**config.mk**
```make
export PLATFORM = sky130hd
export DESIGN_NAME = sample_chain_top
export DESIGN_NICKNAME = d
export VERILOG_FILES = /design/src/common/sample_pkg.sv /design/src/common/calib_pkg.sv /design/src/source/calib_stage.sv /design/src/gain_offset_clamp/gain_offset_clamp.sv /design/src/source/tag_delay.sv /design/src/source/sample_chain_top.sv
export VERILOG_INCLUDE_DIRS = /design/src /design/src/common
export SDC_FILE = /design/constraint.sdc
export NUM_CORES = 1
export LEC_CHECK = 0
export BUFFER_PORTS_ARGS = -buffer_cell sky130_fd_sc_hd__buf_2
export CAP_MARGIN = 40
export CORE_MARGIN = 10
export CORE_UTILIZATION = 49
export DETAILED_ROUTE_END_ITERATION = 8
export PLACE_DENSITY = 0.65
export SYNTH_ARGS = -nofsm -noshare
export SYNTH_HDL_FRONTEND = slang
export SYNTH_SLANG_ARGS = --single-unit
```
**constraint.sdc**
```tcl
create_clock -name clk -period 7.78 [get_ports clk]
set_clock_uncertainty 0.15 [all_clocks]
set_input_delay 1.167 -clock clk [delete_from_list [all_inputs] [get_ports clk]]
set_output_delay 1.167 -clock clk [all_outputs]
set_load 0.03 [all_outputs]
```
**src/common/sample_chain_defs.svh**
```systemverilog
`ifndef SAMPLE_CHAIN_DEFS_SVH
`define SAMPLE_CHAIN_DEFS_SVH

// Sample widths
`define SC_IN_WIDTH      12
`define SC_OUT_WIDTH     8

// Gain is signed fixed point, 256 is unity
`define SC_GAIN_WIDTH    16
`define SC_GAIN_RADIX    8

`define SC_OFFSET_WIDTH  10 // In output units

// Channels
`define SC_NUM_CHAN      4
`define SC_CHAN_WIDTH    2

// Cycles through gain_offset_clamp
`define SC_GOC_LATENCY   4

`endif

```
**src/common/sample_pkg.sv**
```systemverilog
`include "sample_chain_defs.svh"

package sample_pkg;

    // Channel tag
    typedef logic [`SC_CHAN_WIDTH-1:0] chan_t;

    // Raw sample into the chain
    typedef struct packed {
        chan_t                           chan;
        logic signed [`SC_IN_WIDTH-1:0]  data;
    } in_sample_t;

    // Conditioned sample out of the chain
    typedef struct packed {
        chan_t                           chan;
        logic signed [`SC_OUT_WIDTH-1:0] data;
    } out_sample_t;

endpackage

```
**src/common/calib_pkg.sv**
```systemverilog
`include "sample_chain_defs.svh"

package calib_pkg;

    import sample_pkg::*;

    // Per-channel coefficients
    typedef struct packed {
        logic signed [`SC_GAIN_WIDTH-1:0]   gain;   // Q.GAIN_RADIX
        logic signed [`SC_OFFSET_WIDTH-1:0] offset;
    } coef_t;

    // Configuration write
    typedef struct packed {
        chan_t chan;
        coef_t coef;
    } cfg_write_t;

endpackage

```
**src/source/calib_stage.sv**
```systemverilog
`timescale 1ns/1ns
`include "sample_chain_defs.svh"

module calib_stage
    import sample_pkg::*;
    import calib_pkg::*;
(
    input  logic       clk,
    input  logic       arst_n,

    input  logic       cfg_wr,
    input  cfg_write_t cfg,

    input  logic       in_valid,
    input  in_sample_t in_sample,

    output logic       cal_valid,
    output in_sample_t cal_sample,
    output coef_t      cal_coef
);

    localparam logic signed [`SC_GAIN_WIDTH-1:0] UNITY_GAIN =
        {{(`SC_GAIN_WIDTH-`SC_GAIN_RADIX-1){1'b0}}, 1'b1, {`SC_GAIN_RADIX{1'b0}}};

    coef_t coef_mem [`SC_NUM_CHAN];

    // Coefficient bank
    always_ff @(posedge clk or negedge arst_n) begin
        if (!arst_n) begin
            for (int i = 0; i < `SC_NUM_CHAN; i++) begin
                coef_mem[i].gain   <= UNITY_GAIN;
                coef_mem[i].offset <= '0;
            end
        end else if (cfg_wr) begin
            coef_mem[cfg.chan] <= cfg.coef;
        end
    end

    always_ff @(posedge clk or negedge arst_n) begin
        if (!arst_n) begin
            cal_valid <= 1'b0;
        end else begin
            cal_valid <= in_valid;
        end
    end

    // Old coefficients win when a write lands on the same edge
    always_ff @(posedge clk) begin
        cal_sample <= in_sample;
        cal_coef   <= coef_mem[in_sample.chan];
    end

    // Tags index the bank, so X here poisons the lookup
    in_sample_known_a: assert property (
        @(posedge clk) disable iff (!arst_n)
        in_valid |-> !$isunknown(in_sample)
    );

endmodule

```
**src/gain_offset_clamp/gain_offset_clamp.sv**
```systemverilog
`timescale 1ns/1ns
`include "sample_chain_defs.svh"

module gain_offset_clamp #(
    parameter int IN_WIDTH     = `SC_IN_WIDTH,
    parameter int GAIN_WIDTH   = `SC_GAIN_WIDTH,
    parameter int GAIN_RADIX   = `SC_GAIN_RADIX,
    parameter int OFFSET_WIDTH = `SC_OFFSET_WIDTH,
    parameter int OUT_WIDTH    = `SC_OUT_WIDTH
) (
    input  logic                           clk,
    input  logic                           arst_n,

    input  logic                           in_valid,
    input  logic signed [IN_WIDTH-1:0]     in,
    input  logic signed [GAIN_WIDTH-1:0]   gain,
    input  logic signed [OFFSET_WIDTH-1:0] offset,

    output logic                           out_valid,
    output logic signed [OUT_WIDTH-1:0]    out
);

    localparam int PROD_W  = IN_WIDTH + GAIN_WIDTH;
    localparam int SUM_W   = PROD_W + 1;          // Headroom for the offset add
    localparam int SHIFT_W = SUM_W - GAIN_RADIX;

    localparam logic signed [SHIFT_W-1:0] OUT_MAX = SHIFT_W'((2 ** (OUT_WIDTH - 1)) - 1);
    localparam logic signed [SHIFT_W-1:0] OUT_MIN = -OUT_MAX - 1;

    logic                           valid_d1, valid_d2, valid_d3;
    logic signed [IN_WIDTH-1:0]     in_d1;
    logic signed [GAIN_WIDTH-1:0]   gain_d1;
    logic signed [OFFSET_WIDTH-1:0] offset_d1, offset_d2;
    logic signed [PROD_W-1:0]       product_d2;
    logic signed [SUM_W-1:0]        offset_scaled;
    logic signed [SUM_W-1:0]        sum_d3;
    logic signed [SHIFT_W-1:0]      shifted;
    logic signed [OUT_WIDTH-1:0]    out_q;

    always_ff @(posedge clk or negedge arst_n) begin
        if (!arst_n) begin
            valid_d1  <= 1'b0;
            valid_d2  <= 1'b0;
            valid_d3  <= 1'b0;
            out_valid <= 1'b0;
        end else begin
            valid_d1  <= in_valid;
            valid_d2  <= valid_d1;
            valid_d3  <= valid_d2;
            out_valid <= valid_d3;
        end
    end

    // Offset moved onto the gain radix
    assign offset_scaled = SUM_W'(offset_d2) <<< GAIN_RADIX;

    // Dropping the fraction bits gives floor
    assign shifted = sum_d3[SUM_W-1:GAIN_RADIX];

    always_ff @(posedge clk) begin
        in_d1      <= in;                    // Stage 1
        gain_d1    <= gain;
        offset_d1  <= offset;
        product_d2 <= in_d1 * gain_d1;       // Stage 2
        offset_d2  <= offset_d1;
        sum_d3     <= SUM_W'(product_d2) + offset_scaled; // Stage 3
        if (shifted > OUT_MAX) begin         // Stage 4
            out_q <= OUT_MAX[OUT_WIDTH-1:0];
        end else if (shifted < OUT_MIN) begin
            out_q <= OUT_MIN[OUT_WIDTH-1:0];
        end else begin
            out_q <= shifted[OUT_WIDTH-1:0];
        end
    end

    assign out = out_q;

    out_valid_known_a: assert property (
        @(posedge clk) disable iff (!arst_n) !$isunknown(out_valid)
    );

    // Unsaturated value rebuilt from the operands four cycles back
    sat_high_a: assert property (
        @(posedge clk) disable iff (!arst_n)
        out_valid
        && (((SUM_W'($past(in, 4)) * SUM_W'($past(gain, 4))
              + (SUM_W'($past(offset, 4)) <<< GAIN_RADIX)) >>> GAIN_RADIX) > OUT_MAX)
        |-> out == OUT_MAX[OUT_WIDTH-1:0]
    );
    sat_low_a: assert property (
        @(posedge clk) disable iff (!arst_n)
        out_valid
        && (((SUM_W'($past(in, 4)) * SUM_W'($past(gain, 4))
              + (SUM_W'($past(offset, 4)) <<< GAIN_RADIX)) >>> GAIN_RADIX) < OUT_MIN)
        |-> out == OUT_MIN[OUT_WIDTH-1:0]
    );

endmodule

```
**src/source/tag_delay.sv**
```systemverilog
`timescale 1ns/1ns
`include "sample_chain_defs.svh"

module tag_delay
    import sample_pkg::*;
#(
    parameter int DEPTH = `SC_GOC_LATENCY
) (
    input  logic  clk,
    input  chan_t chan_in,
    output chan_t chan_out
);

    chan_t stage_q [DEPTH];

    // Runs every cycle so tags stay in step with the valid chain
    always_ff @(posedge clk) begin
        stage_q[0] <= chan_in;
        for (int i = 1; i < DEPTH; i++) begin
            stage_q[i] <= stage_q[i-1];
        end
    end

    assign chan_out = stage_q[DEPTH-1];

endmodule

```
**src/source/sample_chain_top.sv**
```systemverilog
`timescale 1ns/1ns
`include "sample_chain_defs.svh"

module sample_chain_top
    import sample_pkg::*;
    import calib_pkg::*;
(
    input  logic        clk,
    input  logic        arst_n,

    input  logic        in_valid,
    input  in_sample_t  in_sample,

    input  logic        cfg_wr,
    input  cfg_write_t  cfg,

    output logic        out_valid,
    output out_sample_t out_sample
);

    logic                             cal_valid;
    in_sample_t                       cal_sample;
    coef_t                            cal_coef;
    logic signed [`SC_OUT_WIDTH-1:0]  goc_data;
    chan_t                            out_chan;

    calib_stage calib_stage_i (
        .clk        (clk),
        .arst_n     (arst_n),
        .cfg_wr     (cfg_wr),
        .cfg        (cfg),
        .in_valid   (in_valid),
        .in_sample  (in_sample),
        .cal_valid  (cal_valid),
        .cal_sample (cal_sample),
        .cal_coef   (cal_coef)
    );

    gain_offset_clamp gain_offset_clamp_i (
        .clk       (clk),
        .arst_n    (arst_n),
        .in_valid  (cal_valid),
        .in        (cal_sample.data),
        .gain      (cal_coef.gain),
        .offset    (cal_coef.offset),
        .out_valid (out_valid),
        .out       (goc_data)
    );

    // Tag follows the arithmetic pipeline
    tag_delay #(
        .DEPTH (`SC_GOC_LATENCY)
    ) tag_delay_i (
        .clk      (clk),
        .chan_in  (cal_sample.chan),
        .chan_out (out_chan)
    );

    assign out_sample.chan = out_chan;
    assign out_sample.data = goc_data;

endmodule

```
==> results.py, run 1 <==
metrics = {
    "placement": {
        "gp_congestion": 0.845,
        "pre_cts_slack_ns": 2.03,
        "port_buffers": 56,
        "place_hpwl_um": 22300,
    },
    "critical_path": {
        "worstPathRequired_ns": 8.09,
        "critPathLaunch": "gain_offset_clamp_i.in_d1[3]",
        "critPathMaxStageDelay_ns": 0.71,
        "path_cells": "nand2_1, fa_1, inv_1, fa_1, fa_1, fa_1, fa_1, ha_1, o21ai_0, o21bai_1, a21o_1, a221o_1, a221o_1, a31oi_2, xnor2_1",
        "r2r_cells": 15,
        "critPathArrivalTime_ns": 6.05,
        "criticalPathCategory": "flop to flop",
        "cpMaxStageDelayCell": "dfxtp_1",
        "rr_startpoint": "gain_offset_clamp_i.in_d1[3]",
        "cpMostUsedCell": "fa_1",
        "startpoint_type": "flop",
        "worstPathBufferInverterCount": 1,
        "crit_path_end_kind": "flop",
        "critical_path_depth": 15,
        "worstPathMaxFanout": 16,
        "cpLargestDelayFamily": "adder cells",
    },
    "job": {
        "cap_violations": 0,
    },
    "clock_tree": {
        "cts.repair.resized": 0,
        "cts.sinks": 254,
        "cts-root-buf": "clkbuf_16",
        "htreeDepth": 1,
        "cts_hold_buf": 0,
        "clockBufferDepth": 3,
        "cts_tree": "built",
        "post_cts_buffers": 0,
        "clkSlewWorstSetupHoldPaths_ns": 0.06,
        "cts_buffers": 26,
        "clkLatencyLatePin_ns": 0.54,
    },
    "yosys": {
        "synth-async-reset-ratio": 0.429,
        "synth.top_cells.by_area": "fa_1 (23%), dfxtp_1 (19%), dfrtp_1 (17%)",
        "syn_avg_cell_area_um2": 11.5,
        "yosysWarnings": 0,
        "syn_nets": 1623,
        "synthCells": 1324,
        "synth_edf_count": 0,
        "synthFlopType": "dfxtp_1",
        "synth.cell_area_um2": 15200,
        "yosys.area.top_type": "fa_1",
        "ys_ff_latch": 254,
        "synth_top_area_share": 0.233,
        "ys_seq_area_frac": 0.370,
        "synth.distinct_cells": 55,
    },
    "floorplan": {
        "ios": 57,
        "num_rows": 64,
        "die_w_um": 196,
        "die_area_um2": 38600,
        "core-area_um2": 30700,
        "start_util": 0.497,
        "fp.dieH_um": 196,
    },
    "hold_path": {
        "hp-start": "tag_delay_i.stage_q[2][0]",
        "hp-class": "flop to flop",
        "hold_path_depth": 0,
    },
    "sta": {
        "fin_ws_ns": 2.05,
        "relSlewSlack": 0.505,
        "post-route-min-period_ns": 5.73,
        "worst_pin_slew_ns": 0.742,
        "hold_viol": 0,
        "fin_setup_tns_ns": 0,
        "final.period_utilization": 0.737,
        "slew_viol_final": 0,
        "clock.fmax_mhz": 174,
        "setup_viol": 0,
        "rsz0062_at_grt": "no",
    },
    "global_routing": {
        "grt-ovfl-total": 0,
        "grt_pass1_wl_um": 50900,
        "grt_pass1_vias": 10400,
        "grt_antenna_before_repair": 0,
        "grt_use_total": 0.160,
        "grt_max_degree": 65,
    },
    "route": {
        "wl_per_cell_um": 16.4,
        "drc": 0,
        "drt_first_pass_iters": 4,
        "post_drt_via_cell_ratio": 5.12,
        "vias": 9152,
        "drt_iter0_drc": 431,
        "routed_wl_um": 29400,
        "ant_nets": 0,
    },
    "finish": {
        "nets": 1670,
        "syn2layout_area_growth_pct": 10.5,
        "antennaDiodeCount": 0,
        "final_layout_size_suffix_gt1_frac": 0.173,
    },
    "run_status": {
        "status": "complete, no violations",
    },
}
[cell families after synthesis]
group | after synthesis | share of synthesized area
adders and majority gates | 253 | 0.295
DFF | 254 | 0.370
AOI/OAI and AO/OA | 99 | 0.0442
buffers and inverters | 269 | 0.0664
muxes | 130 | 0.115
and+or+nand+nor | 279 | 0.0864
xor gates and xnor gates | 40 | 0.0230
[state kept, by name (all words and copies together), names as in the netlist, 10 cells and up]
signal                          cells
calib_stage_i.coef_mem            104
gain_offset_clamp_i.offset_d2      10
gain_offset_clamp_i.in_d1          12
gain_offset_clamp_i.product_d2     20
calib_stage_i.cal_sample           14
gain_offset_clamp_i.sum_d3         21
calib_stage_i.cal_coef             26
gain_offset_clamp_i.gain_d1        16
gain_offset_clamp_i.offset_d1      10
[synthesized netlist by cell type, types with 5 or more instances]
| cell | n |
|---|---|
| clkbuf_1 | 42 |
| o21ai_1 | 6 |
| o21a_1 | 5 |
| and2_1 | 58 |
| mux2_1 | 8 |
| nand2b_1 | 6 |
| ha_1 | 76 |
| mux4_2 | 26 |
| nor3_1 | 9 |
| nand4_1 | 5 |
| xnor2_1 | 29 |
| dfrtp_1 | 105 |
| inv_1 | 224 |
| xor2_1 | 11 |
| and3_1 | 5 |
| nor2_1 | 36 |
| dfxtp_1 | 145 |
| a21oi_1 | 26 |
| a21o_1 | 20 |
| fa_1 | 177 |
| nand3_1 | 11 |
| mux2_2 | 96 |
| o21ai_0 | 8 |
| nand2_1 | 133 |
[worst reg2reg max path, delay by kind of cell, from the launching register on]
kind | cells | cell delay, ns
AO/OA/AOI/OAI | 6 | 1.32
XOR/XNOR | 1 | 0.14
adder cells (fa/ha/maj) | 6 | 2.95
buffers and inverters | 1 | 0.13
flip-flops | 1 | 0.71
AND/OR/NAND/NOR | 1 | 0.26
[cell usage in the layout (no fill, tap or decap), types with 3 or more instances in the layout]
cell type,count
buf_4,5
ha_1,76
mux2_1,8
nand3b_1,3
and2_1,58
dfxtp_1,145
inv_1,224
nor2b_1,3
o21bai_1,3
o21a_1,5
o21ai_1,6
a211oi_1,4
nand3_1,10
nor3_1,9
clkbuf_1,7
nor4_1,3
nand4_1,5
xnor2_1,29
nand2_1,133
o22ai_1,4
clkinv_2,4
dfrtp_1,105
xor2_1,11
dfstp_2,4
a21oi_1,26
nand2b_1,6
and3_1,5
clkbuf_8,7
o21ai_0,8
mux2_2,96
clkbuf_16,26
o31ai_1,3
fa_1,177
a21o_1,20
nor2_1,36
a31oi_1,3
mux4_2,26
buf_2,55
[area by class of cell]
cell class | count | area [µm²]
Clock inverter | 8 | 105
Multi-Input combinational cell | 801 | 8600
Sequential cell | 254 | 5640
Fill cell | 2614 | 13800
Inverter | 224 | 841
Tap cell | 396 | 495
Clock buffer | 40 | 773
Timing Repair Buffer | 64 | 392
[per-stage QoR]
| step | utilization | cell area [µm²] | hold slack (ns) | std cells |
|---|---|---|---|---|
| 2_1_floorplan | - | 15200 | 0.160 | 1324 |
| 3_3_place_gp | 0.518 | 15900 | 0.160 | 1735 |
| 6_report | 0.549 | 16800 | 0.171 | 1787 |
| 3_5_place_dp | 0.521 | 16000 | 0.162 | 1739 |
| 5_1_grt | 0.549 | 16800 | 0.175 | 1787 |
| 4_1_cts | 0.549 | 16800 | 0.172 | 1787 |
[metal layers]
layer / GRT usage / vias up / share of wire
met1: 0.200 / 4649 / 0.43
li1: - / 4304 / -
met4: 0.0436 / 0 / 0.025
met5: 0 / - / 0
met3: 0.0209 / 47 / 0.038
met2: 0.283 / 152 / 0.51
[worst paths after layout]
kind / to / slack (ns)
max reg2reg: gain_offset_clamp_i.product_d2[27] / 2.05
max in group asynchronous: calib_stage_i.coef_mem[96] / 6.06
min: tag_delay_i.stage_q[3][0] / 0.17
min reg2reg: tag_delay_i.stage_q[3][0] / 0.17
max: gain_offset_clamp_i.product_d2[27] / 2.05
min in group asynchronous: calib_stage_i.coef_mem[56] / 0.46
Power of run 1 is not shown: default switching activity piles up to over one toggle a cycle in this logic, so the estimate is an artifact.
==> run 2, diff against run 1 <==
--- a/config.mk
+++ b/config.mk
@@ -11,7 +11,7 @@
 export CORE_MARGIN = 10
 export CORE_UTILIZATION = 49
 export DETAILED_ROUTE_END_ITERATION = 8
-export PLACE_DENSITY = 0.65
+export PLACE_DENSITY = 0.68
 export SYNTH_ARGS = -nofsm -noshare
 export SYNTH_HDL_FRONTEND = slang
 export SYNTH_SLANG_ARGS = --single-unit
==> constraint.sdc (replaced) <==
create_clock -name clk -period 5.15 [get_ports clk]
set_clock_uncertainty 0.15 [all_clocks]
set_input_delay 0.7725 -clock clk [delete_from_list [all_inputs] [get_ports clk]]
set_output_delay 0.7725 -clock clk [all_outputs]
set_load 0.03 [all_outputs]
==> run 2 against run 1 <==
  * Wire length grew 3.8%
  * Non-clock buffer count grew 111
  * First-iteration DRC count shrank 0.70%
  * Core utilization grew 3.8 points
  * Final area grew 6.9%
  * Critical endpoint is now gain_offset_clamp_i.product_d2[25]
==> results.py, run 2 (synthesis results as in run 1) <==
metrics = {
    "floorplan": {
        "fp.dieH_um": 196,
        "die_area_um2": 38600,
        "die_w_um": 196,
        "core-area_um2": 30700,
        "num_rows": 64,
        "ios": 57,
        "start_util": 0.497,
    },
    "clock_tree": {
        "clockBufferDepth": 3,
        "htreeDepth": 1,
        "clkLatencyLatePin_ns": 0.54,
        "cts_buffers": 26,
        "cts_tree": "built",
        "cts.sinks": 254,
        "cts-root-buf": "clkbuf_16",
        "clkSlewWorstSetupHoldPaths_ns": 0.07,
    },
    "route": {
        "drt_first_pass_iters": 6,
        "wl_per_cell_um": 16.1,
        "post_drt_via_cell_ratio": 5.11,
        "ant_nets": 0,
        "drt_iter0_drc": 428,
        "vias": 9690,
        "drc": 0,
        "routed_wl_um": 30500,
    },
    "critical_path": {
        "worstPathRequired_ns": 5.47,
        "critPathArrivalTime_ns": 5.39,
        "crit_path_end_kind": "flop",
        "criticalPathCategory": "flop to flop",
        "cpLargestDelayFamily": "adder cells",
        "critPathMaxStageDelay_ns": 0.60,
        "cpMostUsedCell": "fa_1",
        "cpMaxStageDelayCell": "fa_1",
        "path_cells": "and2_4, fa_1, fa_1, fa_1, fa_1, inv_1, fa_1, inv_2, ha_4, a211oi_2, o21bai_1, a21o_1, a221o_1, a221o_2, a21oi_2, xnor2_1",
        "startpoint_type": "flop",
        "worstPathBufferInverterCount": 2,
        "worstPathMaxFanout": 6,
    },
    "finish": {
        "layout_common_cells": "inv_1 (220), fa_1 (170), nand2_1 (128), dfxtp_1 (123), buf_4 (109)",
        "final_layout_size_suffix_gt1_frac": 0.278,
        "reg_top3": "calib_stage_i.coef_mem: 104 flops, calib_stage_i.cal_coef: 26 flops, gain_offset_clamp_i.sum_d3: 21 flops",
        "largest_reg_flops": 104,
        "top_register": "calib_stage_i.coef_mem",
        "layout.cells.most_common": "inv_1",
        "antennaDiodeCount": 0,
        "syn2layout_area_growth_pct": 18.1,
        "nets": 1781,
        "final_util": 0.587,
    },
    "hold_path": {
        "hp-class": "flop to flop",
    },
    "sta": {
        "final.period_utilization": 0.984,
        "slew_viol_final": 0,
        "hold_viol": 0,
        "worst_pin_slew_ns": 0.828,
        "setup_viol": 0,
        "fin_ws_ns": 0.0840,
        "whs_ns": 0.149,
        "post-route-min-period_ns": 5.07,
        "relSlewSlack": 0.448,
        "clock.fmax_mhz": 197,
        "rsz0062_at_grt": "yes",
    },
    "global_routing": {
        "grt_pass1_vias": 10600,
        "grt_antenna_before_repair": 1,
        "grt-ovfl-total": 0,
        "grt_use_total": 0.162,
        "grt_pass1_wl_um": 51600,
        "grt_max_degree": 49,
    },
    "placement": {
        "pre_cts_slack_ns": -0.203,
        "gp_congestion": 0.885,
        "port_buffers": 56,
        "place_hpwl_um": 23500,
    },
    "run_status": {
        "status": "complete, no violations",
    },
    "job": {
        "cap_violations": 0,
    },
}
run 2: stage by stage:
stage,setup TNS [ns],cell area [µm²],cells
3_5_place_dp,-1.19,16800,1836
6_report,0,18000,1898
3_3_place_gp,-0.690,16700,1833
4_1_cts,-0.00144,17700,1886
5_1_grt,-0.687,18000,1898
2_1_floorplan,0,15300,1324
run 2: worst reg2reg max path: cells and delay by family, from the launching register on:
family,cells,cell delay [ns]
XOR/XNOR,1,0.12
AO/OA/AOI/OAI,6,1.32
flip-flops,1,0.37
buffers and inverters,2,0.10
adder cells (fa/ha/maj),6,2.82
AND/OR/NAND/NOR,1,0.15
run 2: layer usage:
layer	part of all wire	GRT usage	vias up
met2	0.52	0.291	193
met1	0.41	0.197	4886
met4	0.029	0.0484	2
li1	-	-	4533
met5	0.00059	0	-
met3	0.044	0.0226	76
run 2: cell type report:
class / count / area (µm²)
inverter: 224 / 843
sequential: 254 / 5710
timing repair buffer: 175 / 1260
clock inverter: 10 / 100
multi-input combinational: 801 / 8820
clock buffer: 38 / 776
fill: 2545 / 12700
tap: 396 / 495
run 2: path summary, 6_finish.rpt:
path | startpoint | endpoint | slack (ns) | depth (start not counted)
worst min-delay path | calib_stage_i.cal_coef[11] | gain_offset_clamp_i.gain_d1[1] | 0.15 | 0
min in group asynchronous | arst_n | calib_stage_i.coef_mem[56] | 0.53 | 2
worst min register to register | calib_stage_i.cal_coef[11] | gain_offset_clamp_i.gain_d1[1] | 0.15 | 0
worst max register to register | gain_offset_clamp_i.in_d1[10] | gain_offset_clamp_i.product_d2[25] | 0.08 | 16
worst max-delay path | gain_offset_clamp_i.in_d1[10] | gain_offset_clamp_i.product_d2[25] | 0.08 | 16
max in group asynchronous | arst_n | calib_stage_i.coef_mem[44] | 3.20 | 4
run 2: what timing repair did:
item	in CTS	in global routing
resized for setup	30	58
buffers inserted	1	13
hold buffers	1	0
endpoints found under the setup margin	13	14
pin swaps	8	37
hold endpoints to repair	26	0
Power of run 2 is left out for the same reason.
